**config.mk**
```make
export PLATFORM = sky130hd
export DESIGN_NAME = clint_top
export DESIGN_NICKNAME = d
export VERILOG_FILES = /design/src/clint_pkg.sv /design/src/axi_lite_clint_slave.sv /design/src/clint_irq.sv /design/src/clint_regs.sv /design/src/clint_top.sv
export VERILOG_INCLUDE_DIRS = /design/src
export SDC_FILE = /design/constraint.sdc
export NUM_CORES = 1
export LEC_CHECK = 0
export BUFFER_PORTS_ARGS = -buffer_cell sky130_fd_sc_hd__buf_4
export CAP_MARGIN = 5
export CELL_PAD_IN_SITES_DETAIL_PLACEMENT = 1
export CELL_PAD_IN_SITES_GLOBAL_PLACEMENT = 2
export CORE_MARGIN = 2
export CORE_UTILIZATION = 36
export CTS_BUF_LIST = sky130_fd_sc_hd__clkbuf_8 sky130_fd_sc_hd__clkbuf_16
export CTS_CLUSTER_DIAMETER = 120
export CTS_CLUSTER_SIZE = 25
export DETAILED_ROUTE_END_ITERATION = 10
export PLACE_DENSITY_LB_ADDON = 0.1
export SETUP_SLACK_MARGIN = 0.15
export SLEW_MARGIN = 25
export SYNTH_ARGS = -nofsm -noshare
export SYNTH_HDL_FRONTEND = slang
export SYNTH_HIERARCHICAL = 1
export SYNTH_SLANG_ARGS = --single-unit
```
**constraint.sdc**
```tcl
create_clock -name clk -period 4.85 [get_ports clk]
set_input_delay 0.2425 -clock clk [delete_from_list [all_inputs] [get_ports clk]]
set_output_delay 0.2425 -clock clk [all_outputs]
set_load 0.02 [all_outputs]
```
**src/clint_settings.svh**
```systemverilog
`ifndef CLINT_SETTINGS_SVH
`define CLINT_SETTINGS_SVH

// axi-lite bus widths
`define CLINT_ADDR_W 32
`define CLINT_DATA_W 32
`define CLINT_STRB_W 4
`define CLINT_RESP_W 2

// offsets within the low 5 address bits
`define CLINT_REG_ADDR_W      5
`define CLINT_OFF_MTIME_LO    5'h00
`define CLINT_OFF_MTIME_HI    5'h04
`define CLINT_OFF_MTIMECMP_LO 5'h08
`define CLINT_OFF_MTIMECMP_HI 5'h0c
`define CLINT_OFF_MSIP        5'h10
`define CLINT_OFF_CTRL        5'h14

// reset values
`define CLINT_MTIME_RST    64'h0000_0000_0000_0000
`define CLINT_MTIMECMP_RST 64'hffff_ffff_ffff_ffff
`define CLINT_MSIP_RST     1'b0
`define CLINT_CTRL_RST     1'b1

// response codes
`define CLINT_RESP_OKAY   2'b00
`define CLINT_RESP_SLVERR 2'b10

`endif

```
**src/clint_pkg.sv**
```systemverilog
`include "clint_settings.svh"

package clint_pkg;

    // one register access from the bus slave
    typedef struct packed {
        logic                          valid;
        logic                          write;
        logic [`CLINT_REG_ADDR_W-1:0]  addr;
        logic [`CLINT_DATA_W-1:0]      wdata;
        logic [`CLINT_STRB_W-1:0]      wstrb;
    } clint_req_t;

    // result one cycle after the request
    typedef struct packed {
        logic                      valid;
        logic                      err;
        logic [`CLINT_DATA_W-1:0]  rdata;
    } clint_rsp_t;

    typedef enum logic [1:0] {
        st_idle,
        st_read,
        st_wait_w,
        st_write
    } slv_state_e;

    typedef enum logic [2:0] {
        sel_mtime_lo,
        sel_mtime_hi,
        sel_mtimecmp_lo,
        sel_mtimecmp_hi,
        sel_msip,
        sel_ctrl,
        sel_none
    } clint_reg_e;

endpackage

```
**src/axi_lite_clint_slave.sv**
```systemverilog
`include "clint_settings.svh"

module axi_lite_clint_slave
    import clint_pkg::*;
(
    input  logic                      clk,
    input  logic                      rst_n,

    // read address / data
    input  logic [`CLINT_ADDR_W-1:0]  araddr,
    input  logic                      arvalid,
    output logic                      arready,
    output logic [`CLINT_DATA_W-1:0]  rdata,
    output logic [`CLINT_RESP_W-1:0]  rresp,
    output logic                      rvalid,
    input  logic                      rready,

    // write address / data / response
    input  logic [`CLINT_ADDR_W-1:0]  awaddr,
    input  logic                      awvalid,
    output logic                      awready,
    input  logic [`CLINT_DATA_W-1:0]  wdata,
    input  logic [`CLINT_STRB_W-1:0]  wstrb,
    input  logic                      wvalid,
    output logic                      wready,
    output logic [`CLINT_RESP_W-1:0]  bresp,
    output logic                      bvalid,
    input  logic                      bready,

    // register block link
    output clint_req_t                req,
    input  clint_rsp_t                rsp
);

    slv_state_e state_q;
    slv_state_e state_d;

    logic                          ar_hs;
    logic                          aw_hs;
    logic                          w_hs;
    logic                          req_valid_q;
    logic                          req_write_q;
    logic [`CLINT_REG_ADDR_W-1:0]  req_addr_q;
    logic [`CLINT_DATA_W-1:0]      req_wdata_q;
    logic [`CLINT_STRB_W-1:0]      req_wstrb_q;
    logic                          rvalid_q;
    logic                          bvalid_q;
    logic [`CLINT_DATA_W-1:0]      rdata_q;
    logic [`CLINT_RESP_W-1:0]      resp_q;

    assign arready = (state_q == st_idle);
    assign awready = (state_q == st_idle);
    assign wready  = (state_q == st_wait_w);

    // ar has priority over aw in idle
    assign ar_hs = arvalid && arready;
    assign aw_hs = awvalid && awready && !arvalid;
    assign w_hs  = wvalid && wready;

    always_comb begin
        state_d = state_q;
        unique case (state_q)
            st_idle: begin
                if (ar_hs) begin
                    state_d = st_read;
                end else if (aw_hs) begin
                    state_d = st_wait_w;
                end
            end
            st_read: begin
                if (rvalid_q && rready) begin
                    state_d = st_idle;
                end
            end
            st_wait_w: begin
                if (w_hs) begin
                    state_d = st_write;
                end
            end
            st_write: begin
                if (bvalid_q && bready) begin
                    state_d = st_idle;
                end
            end
            default: begin
                state_d = st_idle;
            end
        endcase
    end

    always_ff @(posedge clk) begin
        if (!rst_n) begin
            state_q     <= st_idle;
            req_valid_q <= 1'b0;
            rvalid_q    <= 1'b0;
            bvalid_q    <= 1'b0;
        end else begin
            state_q     <= state_d;
            // one pulse per transaction
            req_valid_q <= ar_hs || w_hs;
            if (rsp.valid && state_q == st_read) begin
                rvalid_q <= 1'b1;
            end else if (rvalid_q && rready) begin
                rvalid_q <= 1'b0;
            end
            if (rsp.valid && state_q == st_write) begin
                bvalid_q <= 1'b1;
            end else if (bvalid_q && bready) begin
                bvalid_q <= 1'b0;
            end
        end
    end

    always_ff @(posedge clk) begin
        if (ar_hs) begin
            req_addr_q  <= araddr[`CLINT_REG_ADDR_W-1:0];
            req_write_q <= 1'b0;
        end else if (aw_hs) begin
            req_addr_q  <= awaddr[`CLINT_REG_ADDR_W-1:0];
            req_write_q <= 1'b1;
        end
        if (w_hs) begin
            req_wdata_q <= wdata;
            req_wstrb_q <= wstrb;
        end
        if (rsp.valid) begin
            rdata_q <= rsp.rdata;
            resp_q  <= rsp.err ? `CLINT_RESP_SLVERR : `CLINT_RESP_OKAY;
        end
    end

    assign req = '{valid: req_valid_q, write: req_write_q, addr: req_addr_q,
                   wdata: req_wdata_q, wstrb: req_wstrb_q};

    assign rvalid = rvalid_q;
    assign rdata  = rdata_q;
    assign rresp  = resp_q;
    assign bvalid = bvalid_q;
    assign bresp  = resp_q;

endmodule

```
**src/clint_irq.sv**
```systemverilog
module clint_irq (
    input  logic         clk,
    input  logic         rst_n,
    input  logic [63:0]  mtime,
    input  logic [63:0]  mtimecmp,
    input  logic         msip_bit,
    output logic         mtip,
    output logic         msip_irq
);

    logic mtip_q;
    logic msip_irq_q;

    // wide compare ends at a flop
    always_ff @(posedge clk) begin
        if (!rst_n) begin
            mtip_q <= 1'b0;
        end else begin
            mtip_q <= (mtime >= mtimecmp);
        end
    end

    always_ff @(posedge clk) begin
        if (!rst_n) begin
            msip_irq_q <= 1'b0;
        end else begin
            msip_irq_q <= msip_bit;
        end
    end

    assign mtip     = mtip_q;
    assign msip_irq = msip_irq_q;

endmodule

```
**src/clint_regs.sv**
```systemverilog
`include "clint_settings.svh"

module clint_regs
    import clint_pkg::*;
(
    input  logic         clk,
    input  logic         rst_n,
    input  clint_req_t   req,
    output clint_rsp_t   rsp,
    output logic [63:0]  mtime,
    output logic [63:0]  mtimecmp,
    output logic         msip_bit
);

    clint_reg_e sel;

    logic                      wr_en;
    logic [63:0]               mtime_q;
    logic [63:0]               mtimecmp_q;
    logic                      msip_q;
    logic                      ctrl_q;
    logic [`CLINT_DATA_W-1:0]  rd_data;
    logic                      rsp_valid_q;
    logic                      rsp_err_q;
    logic [`CLINT_DATA_W-1:0]  rsp_rdata_q;

    function automatic logic [`CLINT_DATA_W-1:0] byte_merge(
        input logic [`CLINT_DATA_W-1:0] old_val,
        input logic [`CLINT_DATA_W-1:0] new_val,
        input logic [`CLINT_STRB_W-1:0] strb
    );
        logic [`CLINT_DATA_W-1:0] res;
        res = old_val;
        for (int i = 0; i < `CLINT_STRB_W; i++) begin
            if (strb[i]) begin
                res[8*i +: 8] = new_val[8*i +: 8];
            end
        end
        return res;
    endfunction

    always_comb begin
        case (req.addr)
            `CLINT_OFF_MTIME_LO:    sel = sel_mtime_lo;
            `CLINT_OFF_MTIME_HI:    sel = sel_mtime_hi;
            `CLINT_OFF_MTIMECMP_LO: sel = sel_mtimecmp_lo;
            `CLINT_OFF_MTIMECMP_HI: sel = sel_mtimecmp_hi;
            `CLINT_OFF_MSIP:        sel = sel_msip;
            `CLINT_OFF_CTRL:        sel = sel_ctrl;
            default:                sel = sel_none;
        endcase
    end

    assign wr_en = req.valid && req.write;

    // bus write wins over the increment
    always_ff @(posedge clk) begin
        if (!rst_n) begin
            mtime_q <= `CLINT_MTIME_RST;
        end else if (wr_en && sel == sel_mtime_lo) begin
            mtime_q[31:0] <= byte_merge(mtime_q[31:0], req.wdata, req.wstrb);
        end else if (wr_en && sel == sel_mtime_hi) begin
            mtime_q[63:32] <= byte_merge(mtime_q[63:32], req.wdata, req.wstrb);
        end else if (ctrl_q) begin
            mtime_q <= mtime_q + 64'd1;
        end
    end

    always_ff @(posedge clk) begin
        if (!rst_n) begin
            mtimecmp_q <= `CLINT_MTIMECMP_RST;
            msip_q     <= `CLINT_MSIP_RST;
            ctrl_q     <= `CLINT_CTRL_RST;
        end else if (wr_en) begin
            case (sel)
                sel_mtimecmp_lo: begin
                    mtimecmp_q[31:0] <= byte_merge(mtimecmp_q[31:0], req.wdata, req.wstrb);
                end
                sel_mtimecmp_hi: begin
                    mtimecmp_q[63:32] <= byte_merge(mtimecmp_q[63:32], req.wdata, req.wstrb);
                end
                sel_msip: begin
                    if (req.wstrb[0]) begin
                        msip_q <= req.wdata[0];
                    end
                end
                sel_ctrl: begin
                    if (req.wstrb[0]) begin
                        ctrl_q <= req.wdata[0];
                    end
                end
                default: begin
                end
            endcase
        end
    end

    // values before this cycle's update
    always_comb begin
        case (sel)
            sel_mtime_lo:    rd_data = mtime_q[31:0];
            sel_mtime_hi:    rd_data = mtime_q[63:32];
            sel_mtimecmp_lo: rd_data = mtimecmp_q[31:0];
            sel_mtimecmp_hi: rd_data = mtimecmp_q[63:32];
            sel_msip:        rd_data = {31'b0, msip_q};
            sel_ctrl:        rd_data = {31'b0, ctrl_q};
            default:         rd_data = '0;
        endcase
    end

    always_ff @(posedge clk) begin
        if (!rst_n) begin
            rsp_valid_q <= 1'b0;
        end else begin
            rsp_valid_q <= req.valid;
        end
    end

    always_ff @(posedge clk) begin
        if (req.valid) begin
            rsp_rdata_q <= rd_data;
            rsp_err_q   <= (sel == sel_none);
        end
    end

    assign rsp      = '{valid: rsp_valid_q, err: rsp_err_q, rdata: rsp_rdata_q};
    assign mtime    = mtime_q;
    assign mtimecmp = mtimecmp_q;
    assign msip_bit = msip_q;

endmodule

```
**src/clint_top.sv**
```systemverilog
`include "clint_settings.svh"

module clint_top
    import clint_pkg::*;
(
    input  logic                      clk,
    input  logic                      rst_n,
    input  logic [`CLINT_ADDR_W-1:0]  araddr,
    input  logic                      arvalid,
    output logic                      arready,
    output logic [`CLINT_DATA_W-1:0]  rdata,
    output logic [`CLINT_RESP_W-1:0]  rresp,
    output logic                      rvalid,
    input  logic                      rready,
    input  logic [`CLINT_ADDR_W-1:0]  awaddr,
    input  logic                      awvalid,
    output logic                      awready,
    input  logic [`CLINT_DATA_W-1:0]  wdata,
    input  logic [`CLINT_STRB_W-1:0]  wstrb,
    input  logic                      wvalid,
    output logic                      wready,
    output logic [`CLINT_RESP_W-1:0]  bresp,
    output logic                      bvalid,
    input  logic                      bready,
    output logic                      mtip,
    output logic                      msip_irq
);

    clint_req_t   req;
    clint_rsp_t   rsp;
    logic [63:0]  mtime;
    logic [63:0]  mtimecmp;
    logic         msip_bit;

    axi_lite_clint_slave slv0 (
        .clk(clk), .rst_n(rst_n),
        .araddr(araddr), .arvalid(arvalid), .arready(arready),
        .rdata(rdata), .rresp(rresp), .rvalid(rvalid), .rready(rready),
        .awaddr(awaddr), .awvalid(awvalid), .awready(awready),
        .wdata(wdata), .wstrb(wstrb), .wvalid(wvalid), .wready(wready),
        .bresp(bresp), .bvalid(bvalid), .bready(bready),
        .req(req), .rsp(rsp)
    );

    clint_regs regs0 (
        .clk(clk), .rst_n(rst_n), .req(req), .rsp(rsp),
        .mtime(mtime), .mtimecmp(mtimecmp), .msip_bit(msip_bit)
    );

    clint_irq irq0 (
        .clk(clk), .rst_n(rst_n), .mtime(mtime), .mtimecmp(mtimecmp),
        .msip_bit(msip_bit), .mtip(mtip), .msip_irq(msip_irq)
    );

endmodule

```
== Word level (Yosys, flattened, before mapping) ==
Index checks and enable logic that the tools add are counted.
W data, S select, Z words.

* Bits in registers: 247
* Bits in latches: 0
* RAM bits: 0
* Memory bits (read-only): 0
* Bits of input ports: 107
* Output and inout port bits: 43
* Word-level logic and storage cells: 126
* Memories kept: 0

* $add $sub $neg: 1
* Multipliers: 0
* Divide/modulo/power cells: 0
* Magnitude comparators: 1
* Eq/ne operators: 27
* Shifts and indexed selects: 0
* Mux-type cells: 23
* Bitwise operators: 1
* Reductions and logical operators: 40

{| class="wikitable"
|+ Operators by type and width
! kind !! count
|-
| $pmux W32 S6 || 1
|-
| $mux W32 || 3
|-
| $add A64 B1 Y64 const B || 1
|-
| $ge A64 B64 Y1 || 1
|-
| $mux W64 || 1
|-
| $reduce_and A3 Y1 || 18
|-
| $mux W8 || 4
|-
| $ne A2 B2 Y1 const B || 9
|-
| $pmux W3 S6 || 1
|-
| $mux W2 || 6
|-
| $logic_and A1 B1 Y1 || 11
|-
| $eq A5 B4 Y1 const B || 2
|-
| $eq A5 B5 Y1 const B || 2
|-
| $mux W5 || 2
|-
| $reduce_bool A2 Y1 || 5
|-
| $eq A3 B3 Y1 const B || 3
|-
| $pmux W2 S4 || 1
|-
| $eq A3 B2 Y1 const B || 2
|-
| $ne A2 B1 Y1 const B || 3
|-
| $eq A5 B3 Y1 const B || 1
|-
| $logic_not A5 Y1 || 1
|-
| $eq A2 B2 Y1 const B || 2
|-
| $mux W1 || 4
|-
| $reduce_and A4 Y1 || 1
|-
| 8 further kinds || 8
|}

== Depth between registers and ports, before layout ==
Gate-level depths: netlist of the first run.

* Depth after elaboration: 6
* Depth in mapped cells: 10

== Modules after synthesis ==
The synthesis of the first run kept the hierarchy.

{| class="wikitable"
|+ Modules (own cells, without submodules)
! module !! times used !! cells each !! area each (µm²) !! seq. area each (µm²)
|-
| clint_regs || 1 || 1180 || 9073.7 || 3613.5
|-
| axi_lite_clint_slave || 1 || 121 || 2640.0 || 2342.2
|-
| clint_irq || 1 || 232 || 1660.3 || 40.0
|}

== Worst setup path after synthesis of the first run ==
OpenSTA, ideal clock, no wires.

* Path type: flip-flop to flip-flop
* From: register slv0.state_q[1]
* To: register slv0.req_wdata_q[0] (enable)
* Library setup time: 0.474 ns
* Data arrival time: 3.023 ns
* Slack: 1.353 ns
* Stages on the path, launching flop included: 3
* Period minus slack after synthesis: 3.497 ns
* Cell sequence: dfxtp_1 -> inv_1 -> nor3_1

* Word-level cells in the longest chain between the ends: 2

{| class="wikitable"
|+ Ends and longest elaborated chain
! item !! RTL line !! source
|-
| start, declared || axi_lite_clint_slave.sv:35 || <nowiki>slv_state_e state_q;</nowiki>
|-
| start signal, assigned || axi_lite_clint_slave.sv:93 || <nowiki>state_q <= st_idle;</nowiki>
|-
| start signal, assigned || axi_lite_clint_slave.sv:98 || <nowiki>state_q <= state_d;</nowiki>
|-
| $eq A2 B2 Y1 || axi_lite_clint_slave.sv:53 || <nowiki>assign wready = (state_q == st_wait_w);</nowiki>
|-
| $logic_and A1 B1 Y1 || axi_lite_clint_slave.sv:58 || <nowiki>assign w_hs = wvalid && wready;</nowiki>
|-
| named net slv0.w_hs || axi_lite_clint_slave.sv:40 || <nowiki>logic w_hs;</nowiki>
|-
| end signal, assigned || axi_lite_clint_slave.sv:123 || <nowiki>req_wdata_q <= wdata;</nowiki>
|-
| end, declared || axi_lite_clint_slave.sv:44 || <nowiki>logic [`CLINT_DATA_W-1:0] req_wdata_q;</nowiki>
|}

The timed path passes the listed nets, and every way through them passes these cells.
A chain may end at the register's enable or synchronous reset.

== Final worst setup path of the first run ==
* From: register slv0.req_addr_q[3]
* To: register regs0.mtimecmp_q[47], in the netlist regs0/mtimecmp[47]

* Word-level cells in the longest chain between the ends: 4
* Elaborated cells on any way between the ends: 9
* Classes of those cells: 6 x eq/ne; 1 x mux; 2 x reduce/logical

{| class="wikitable"
|+ Ends and longest elaborated chain
! item !! RTL line !! source
|-
| start, declared || axi_lite_clint_slave.sv:43 || <nowiki>logic [`CLINT_REG_ADDR_W-1:0] req_addr_q;</nowiki>
|-
| start signal, assigned || axi_lite_clint_slave.sv:116 || <nowiki>req_addr_q <= araddr[`CLINT_REG_ADDR_W-1:0];</nowiki>
|-
| start signal, assigned || axi_lite_clint_slave.sv:119 || <nowiki>req_addr_q <= awaddr[`CLINT_REG_ADDR_W-1:0];</nowiki>
|-
| $eq A5 B5 Y1 (tied with other cells) || clint_regs.sv:43 || <nowiki>case (req.addr)</nowiki>
|-
| $pmux W3 S6 (*) || clint_regs.sv:43 ||
|-
| $eq A3 B2 Y1 (*) || clint_regs.sv:75 || <nowiki>case (sel)</nowiki>
|-
| $reduce_and A3 Y1 (no line) (*) || -- ||
|-
| end signal, assigned || clint_regs.sv:71 || <nowiki>mtimecmp_q <= `CLINT_MTIMECMP_RST;</nowiki>
|-
| end signal, assigned || clint_regs.sv:80 || <nowiki>mtimecmp_q[63:32] <= byte_merge(mtimecmp_q[63:32], req.wdata, req.wstrb);</nowiki>
|-
| end, declared || clint_regs.sv:19 || <nowiki>logic [63:0] mtimecmp_q;</nowiki>
|}

Mark *: on every way between the ends. The rest lies on a longest branch, timed or not.

==> run metrics, run 1 <==
share of cells above drive strength 1=0.105; fillers=4,288; Mapped Cells=1,533; CP arrival=3870 ps; fin nets=1,792; row cnt=70; Warnings, synthesis=6; setup tns final=0 ps; wire per inst=22.7 um; skew final=23.0 ps; HPWL Detailed=34.1 mm; first-pass GRT wire length=between 70 and 80 mm; Worst Slack Setup Final=1420 ps; pre-CTS WS=1240 ps; initial antenna violation count=5; most frequent cell after synthesis=nand2_1; Final Max Tran Viols=0; Leak=6.41 nW; Die Y=197 um; FF/Latch Area=around 6000 um^2; Final Cycle Share=0.708; placed cell count=2,034; Die W=197 um; final hold violation count=0; # DRC=0; port buffer count=between 90 and 100; asr flop ratio synth=0; post-cts resize count=0; GPL Wtd Cong=0.838; max incr delay on CP=about 720 ps; root buffer cell=clkbuf_16; achievable frequency=0.291 GHz; total CTS buffers=13; Synth cell types=85; fin cells=2,094; minimum clock period=around 3400 ps; Clock Latency Late Sink=between 500 and 600 ps; max-cap viol count=0; clock tree buffer depth=3; Initial Util=0.365; outcome=finished clean; worst hold path type=in2reg; RSZ-0062 raised after global routing=false; Final Cell Area=15,200 um^2; CTS tree=done; synth cell count leaders=nand2_1, dfxtp_1, nand3_1; Die ar.=38,700 um^2; Ports=150; Syn Area/Cell=8.72 um^2; #FFs+latches synth=~250; GRT Total Usage=0.244; H-tree depth=1; grt total ovfl=0; post-synth top area share=0.240; clock-pin slew on the worst setup and hold paths=110 ps; sequential fraction of the synthesis area=0.448; vias in the first global route=approximately 12,000; crit path kind=reg2reg; crit-path cells=or4b_2 > ha_2 > or2_1 > buf_4 > nor3_2 > nand2_1 > nand3_1; crit path max fanout=20; leading area contributor after synthesis=edfxtp_1; vias=12,009; Clock Sinks=246; Max-slew headroom=0.295; Post-synth EDFFs=107; VDD IR max=approximately 230 uV; Worst Setup End Kind=flop; drt initial violations=739; drt total wl=47.5 mm; Mapped Area=13,400 um^2; Routed Antenna Nets=0; P per Cell Area=259 nW/um^2; Crit-path slowest cell=or4b_2; worst path required time=5290 ps; CORE AREA=between 30,000 and 40,000 um^2; placed inst area=14,400 um^2; dominant synthesized flop cell=dfxtp_1; Multi-input gate area=6690 um^2; Final setup viols=0; CP startpoint kind=flop; largest net degree at the start of global routing=57; vias per cell=around 5.7; drt first pass iters=5; Slew @ Worst Pin=1060 ps; Area Growth Syn to Fin=13.7%; largest cells by area after synthesis=edfxtp_1, dfxtp_1, nand2_1
[layer usage]
metal | vias to the layer above | GRT usage | part of all wire
met5 | - | 0 | 0.00027
met1 | 5986 | 0.344 | 0.48
met3 | 58 | 0.0240 | 0.036
met4 | 2 | 0.0718 | 0.025
li1 | 5718 | - | -
met2 | 245 | 0.399 | 0.46
[timing repair]
item / 4_1_cts / 5_1_grt
setup buffers: 0 / 0
hold buffers: 38 / 0
endpoints found under the hold margin: 38 / 0
[sequential cells by signal (all words and copies together), names as in the netlist, 2 cells and up]
register / cells
regs0/mtime: 64
regs0/mtimecmp: 64
regs0/rsp_rdata_q: 32
slv0/rdata: 32
slv0/req_wdata_q: 32
slv0/req_addr_q: 5
slv0/req_wstrb_q: 4
slv0/state_q: 2
[worst paths after layout]
kind | startpoint | endpoint | slack [ps] | depth (start not counted)
setup / recovery | slv0/req_addr_q[3] | regs0/mtimecmp[47] | 1420 | 7
hold / removal | rready | slv0/rvalid | 20 | 3
hold reg to reg | regs0/rsp_rdata_q[13] | slv0/rdata[13] | 420 | 0
setup reg to reg | slv0/req_addr_q[3] | regs0/mtimecmp[47] | 1420 | 7
[critical path, delay by kind of cell (launching register included)]
| kind | cells | cell delay, ps |
|---|---|---|
| adders and majority gates | 1 | 250 |
| buffers and inverters | 1 | 420 |
| DFF | 1 | 470 |
| and+or+nand+nor | 5 | 2210 |
[cells by family (layout without fill, tap and decap cells)]
logic type	Yosys count	in the layout	synth area share
mux	47	47	0.0371
flops	246	246	0.448
simple gates	675	675	0.241
buf+inv	163	253	0.0539
compound gates	335	335	0.158
fa+ha+maj	66	66	0.0617
other cells	1	4	0.000280
[power breakdown]
part	leakage (nW)	internal [mW]	switching, mW
Sequential	2.12	2.23	0.0699
Combinational	4.09	0.149	0.243
Clock	0.201	0.526	0.717
[cell usage in the layout (no fill, tap or decap), drive strengths merged, types with 12 or more instances in the layout]
master and count:
nand2 278, nand3 139, dfxtp 139, buf 116, edfxtp 107, o21ai 107, a21oi 92, nor2 85
inv 84, ha 66, mux2i 41, nor3 41, dlygate4sd3 38, nand4 36, nor4 25, o22ai 17
o211ai 16, clkbuf 15, and2 15, o21a 13, a31oi 12
[cell type report]
type | count | area share
multi-input cells | 1125 | 0.440
clock inverters | 5 | 0.00123
repair buffers | 154 | 0.0823
diodes | 2 | 0.000329
flip-flops and latches | 246 | 0.395
well taps | 468 | 0.0385
inverters | 79 | 0.0195
clock buffers | 15 | 0.0232
[per-stage QoR]
step | util | total power [mW] | hold slack (ps)
final | 0.415 | 3.93 | 16.9
after global routing | 0.415 | 4.07 | 17.4
after CTS | 0.415 | 3.96 | 7.42
after detailed placement | 0.394 | 2.71 | 405
after global placement | 0.394 | 2.70 | 401
after floorplan | - | 2.54 | 341
Power figures use the tool's default switching activity.
==> run 2: changes to the inputs <==
Settings changed: ABC_AREA set to 1, CORE_UTILIZATION 36 to 34.
Clock period 4.85 ns to 3.2 ns, I/O delays scaled along.
==> run 2 against run 1 <==
Compared with the run above: largest cell class unchanged; synthesized area grew 8.4%; critical endpoint is now regs0/mtimecmp[40]; wire length grew 19%; design area grew 11%; critical path type unchanged; highest routed layer is now met4.
==> run metrics, run 2 <==
Warnings, synthesis=6 (unchanged); Clock Sinks=246 (unchanged); RSZ-0062 raised after global routing=false; Ports=150 (unchanged); Die Y=210 um (+7.0%); clock-pin slew on the worst setup and hold paths=110 ps (about the same); Die W=210 um (+7.0%); worst hold path type=in2reg; Mapped Cells=2,027 (+32%); vias in the first global route=14,075 (+19%); Mapped Area=14,500 um^2 (+8.4%); skew final=28.2 ps (+5.18 ps); P per Cell Area=396 nW/um^2 (+53%); GPL Wtd Cong=0.925 (+10%); Synth cell types=48 (-44%); clock tree buffer depth=3 (unchanged); vias=13,816 (+15%); Final setup viols=0 (unchanged); minimum clock period=2830 ps (-606 ps); max-cap viol count=0 (unchanged); sequential share of power=0.542 (-0.042); dominant synthesized flop cell=dfxtp_1; Syn Area/Cell=7.15 um^2 (-18%); Initial Util=0.345 (-0.0205); Post-synth EDFFs=107 (unchanged); synth cell count leaders=nand2_1, nor2_1, inv_1; largest cells by area after synthesis=edfxtp_1, dfxtp_1, nand2_1; sequential fraction of the synthesis area=0.414 (-0.0347); first-pass GRT wire length=85.3 mm (+18%); NetSw=1.97 mW (+91%); root buffer cell=clkbuf_16; Crit-path slowest cell=edfxtp_1; CORE AREA=42,000 um^2 (+15%); Worst Path Buf+Inv=3 (+2); initial antenna violation count=0 (-5); # DRC=0 (unchanged); Final Cycle Share=0.884 (+0.176); wire per inst=20.8 um (-8.2%); fin cells=2,711 (+29%); overall power=6.65 mW (+69%); Routed Antenna Nets=0 (unchanged); Die ar.=44,300 um^2 (+14%); achievable frequency=0.354 GHz (+21%); worst path required time=3570 ps (-1720 ps); Worst Setup End Kind=flop; grt total ovfl=0 (unchanged); Area Growth Syn to Fin=16.0%; Gate power share=0.147 (+0.047); n_diodes=0 (-2); row cnt=75 (+7.1%); placed inst area=15,900 um^2 (+9.9%); #FFs+latches synth=246 (unchanged); largest net degree at the start of global routing=65 (+14%); max incr delay on CP=450 ps (-270 ps); CTS tree=done; drt initial violations=780 (+5.5%); HPWL Detailed=43.4 mm (+27%); switch share=0.296 (+0.0338); placed cell count=2,636 (+30%); leading area contributor after synthesis=edfxtp_1; drt total wl=56.4 mm (+19%); drt first pass iters=5 (unchanged); share of cells above drive strength 1=0.0994 (-0.00585); crit path kind=reg2reg; commonest non-fill, non-tap cells in the layout=nand2_1, nor2_1, inv_1; total CTS buffers=14 (+1); Clock Latency Late Sink=530 ps (+20 ps); Leak=7.86 nW (+23%); crit path max fanout=18 (-10%); GRT Total Usage=0.256 (+0.0114); H-tree depth=1 (unchanged); CP arrival=3190 ps (-680 ps); fin nets=2,338 (+30%); crit path from=slv0/req_addr_q[4]; asr flop ratio synth=0 (unchanged); VDD IR max=419 uV (+80%); RR Startpoint=slv0/req_addr_q[4]; CP startpoint kind=flop; Final Cell Area=16,800 um^2 (+11%); clock network fraction of total power=0.312 (-0.004); Max-slew headroom=0.445 (+0.150); most frequent cell after synthesis=nand2_1; setup tns final=0 ps (unchanged); Final Max Tran Viols=0 (unchanged); vias per cell=5.10 (-11%); cell-internal power=4.68 mW (+61%); most common cell after layout, fill and taps aside=nand2_1; crit-path cells=inv_2 > nor2_1 > nand2_2 > ha_1 > nand2_4 > nand2_1 > nand3_1 > inv_2 > buf_4 > nand2_2 > nand2_1 > o211ai_1; outcome=finished clean; critical hold path startpoint=arvalid; port buffer count=93 (unchanged); Slew @ Worst Pin=826 ps (-231 ps); post-synth top area share=0.222 (-0.0186); final hold violation count=0 (unchanged); delay-heaviest family, CP=simple AND/OR/NAND/NOR gates
[run 2: timing repair]
item | in CTS | in global routing
resized for setup | 0 | 1
endpoints found under the hold margin | 46 | 0
hold buffers | 50 | 0
setup buffers | 0 | 2
endpoints found under the setup margin | 0 | 18
[run 2: worst register-to-register path, cell delays in order (launching register included)]
cell      delay (ps)
edfxtp_1         450
inv_2            150
nor2_1            70
nand2_2          160
ha_1             220
nand2_4          110
nand2_1          100
nand3_1          170
inv_2            310
buf_4            390
nand2_2          300
nand2_1          140
o211ai_1          90
[run 2: metrics by stage]
stage	setup WS [ps]	hold slack, ps	util
CTS	259	28.5	0.399
finish	372	40.8	0.400
global placement	411	338	0.377
floorplan	714	253	-
detailed placement	289	339	0.377
global route	176	54.3	0.400
[run 2: worst paths after layout]
| path | end | slack, ps | depth (start not counted) |
|---|---|---|---|
| max | regs0/mtimecmp[40] | 370 | 12 |
| min | slv0/req_write_q | 40 | 4 |
| max reg2reg | regs0/mtimecmp[40] | 370 | 12 |
| min reg2reg | slv0/rdata[0] | 410 | 0 |
[run 2: metal layers]
layer  up-vias  part of all wire  track usage
li1       6780                 -            -
met1      6728              0.48        0.355
met2       265              0.46        0.425
met3        43             0.040       0.0308
met4         0             0.025       0.0614
met5         -                 0            0
[run 2: cell families after synthesis]
family	after synthesis	share of synthesized area
flip-flops	246	0.414
buffers and inverters	316	0.0884
other	1	0.000259
AND/OR/NAND/NOR	1191	0.350
AO/OA/AOI/OAI	193	0.0824
adder cells (fa/ha/maj)	66	0.0570
XOR/XNOR	14	0.00846
[run 2: power by group through the flow]
| stage | Clock, mW | Sequential [mW] | Combinational [mW] |
|---|---|---|---|
| after CTS | 2.17 | 3.60 | 0.983 |
| after detailed placement | 0 | 3.67 | 0.920 |
| after global placement | 0 | 3.67 | 0.896 |
| final | 2.07 | 3.60 | 0.977 |
| after global routing | 2.23 | 3.62 | 1.07 |
| after floorplan | 0 | 3.63 | 0.557 |
[run 2: layout make-up]
class	instances	area [um^2]
clock buffer	16	389
clock inverter	7	47.5
fill	5276	25200
inverter	250	938
multi-input combinational	1466	7230
sequential	246	6000
tap	539	674
timing repair buffer	187	1530
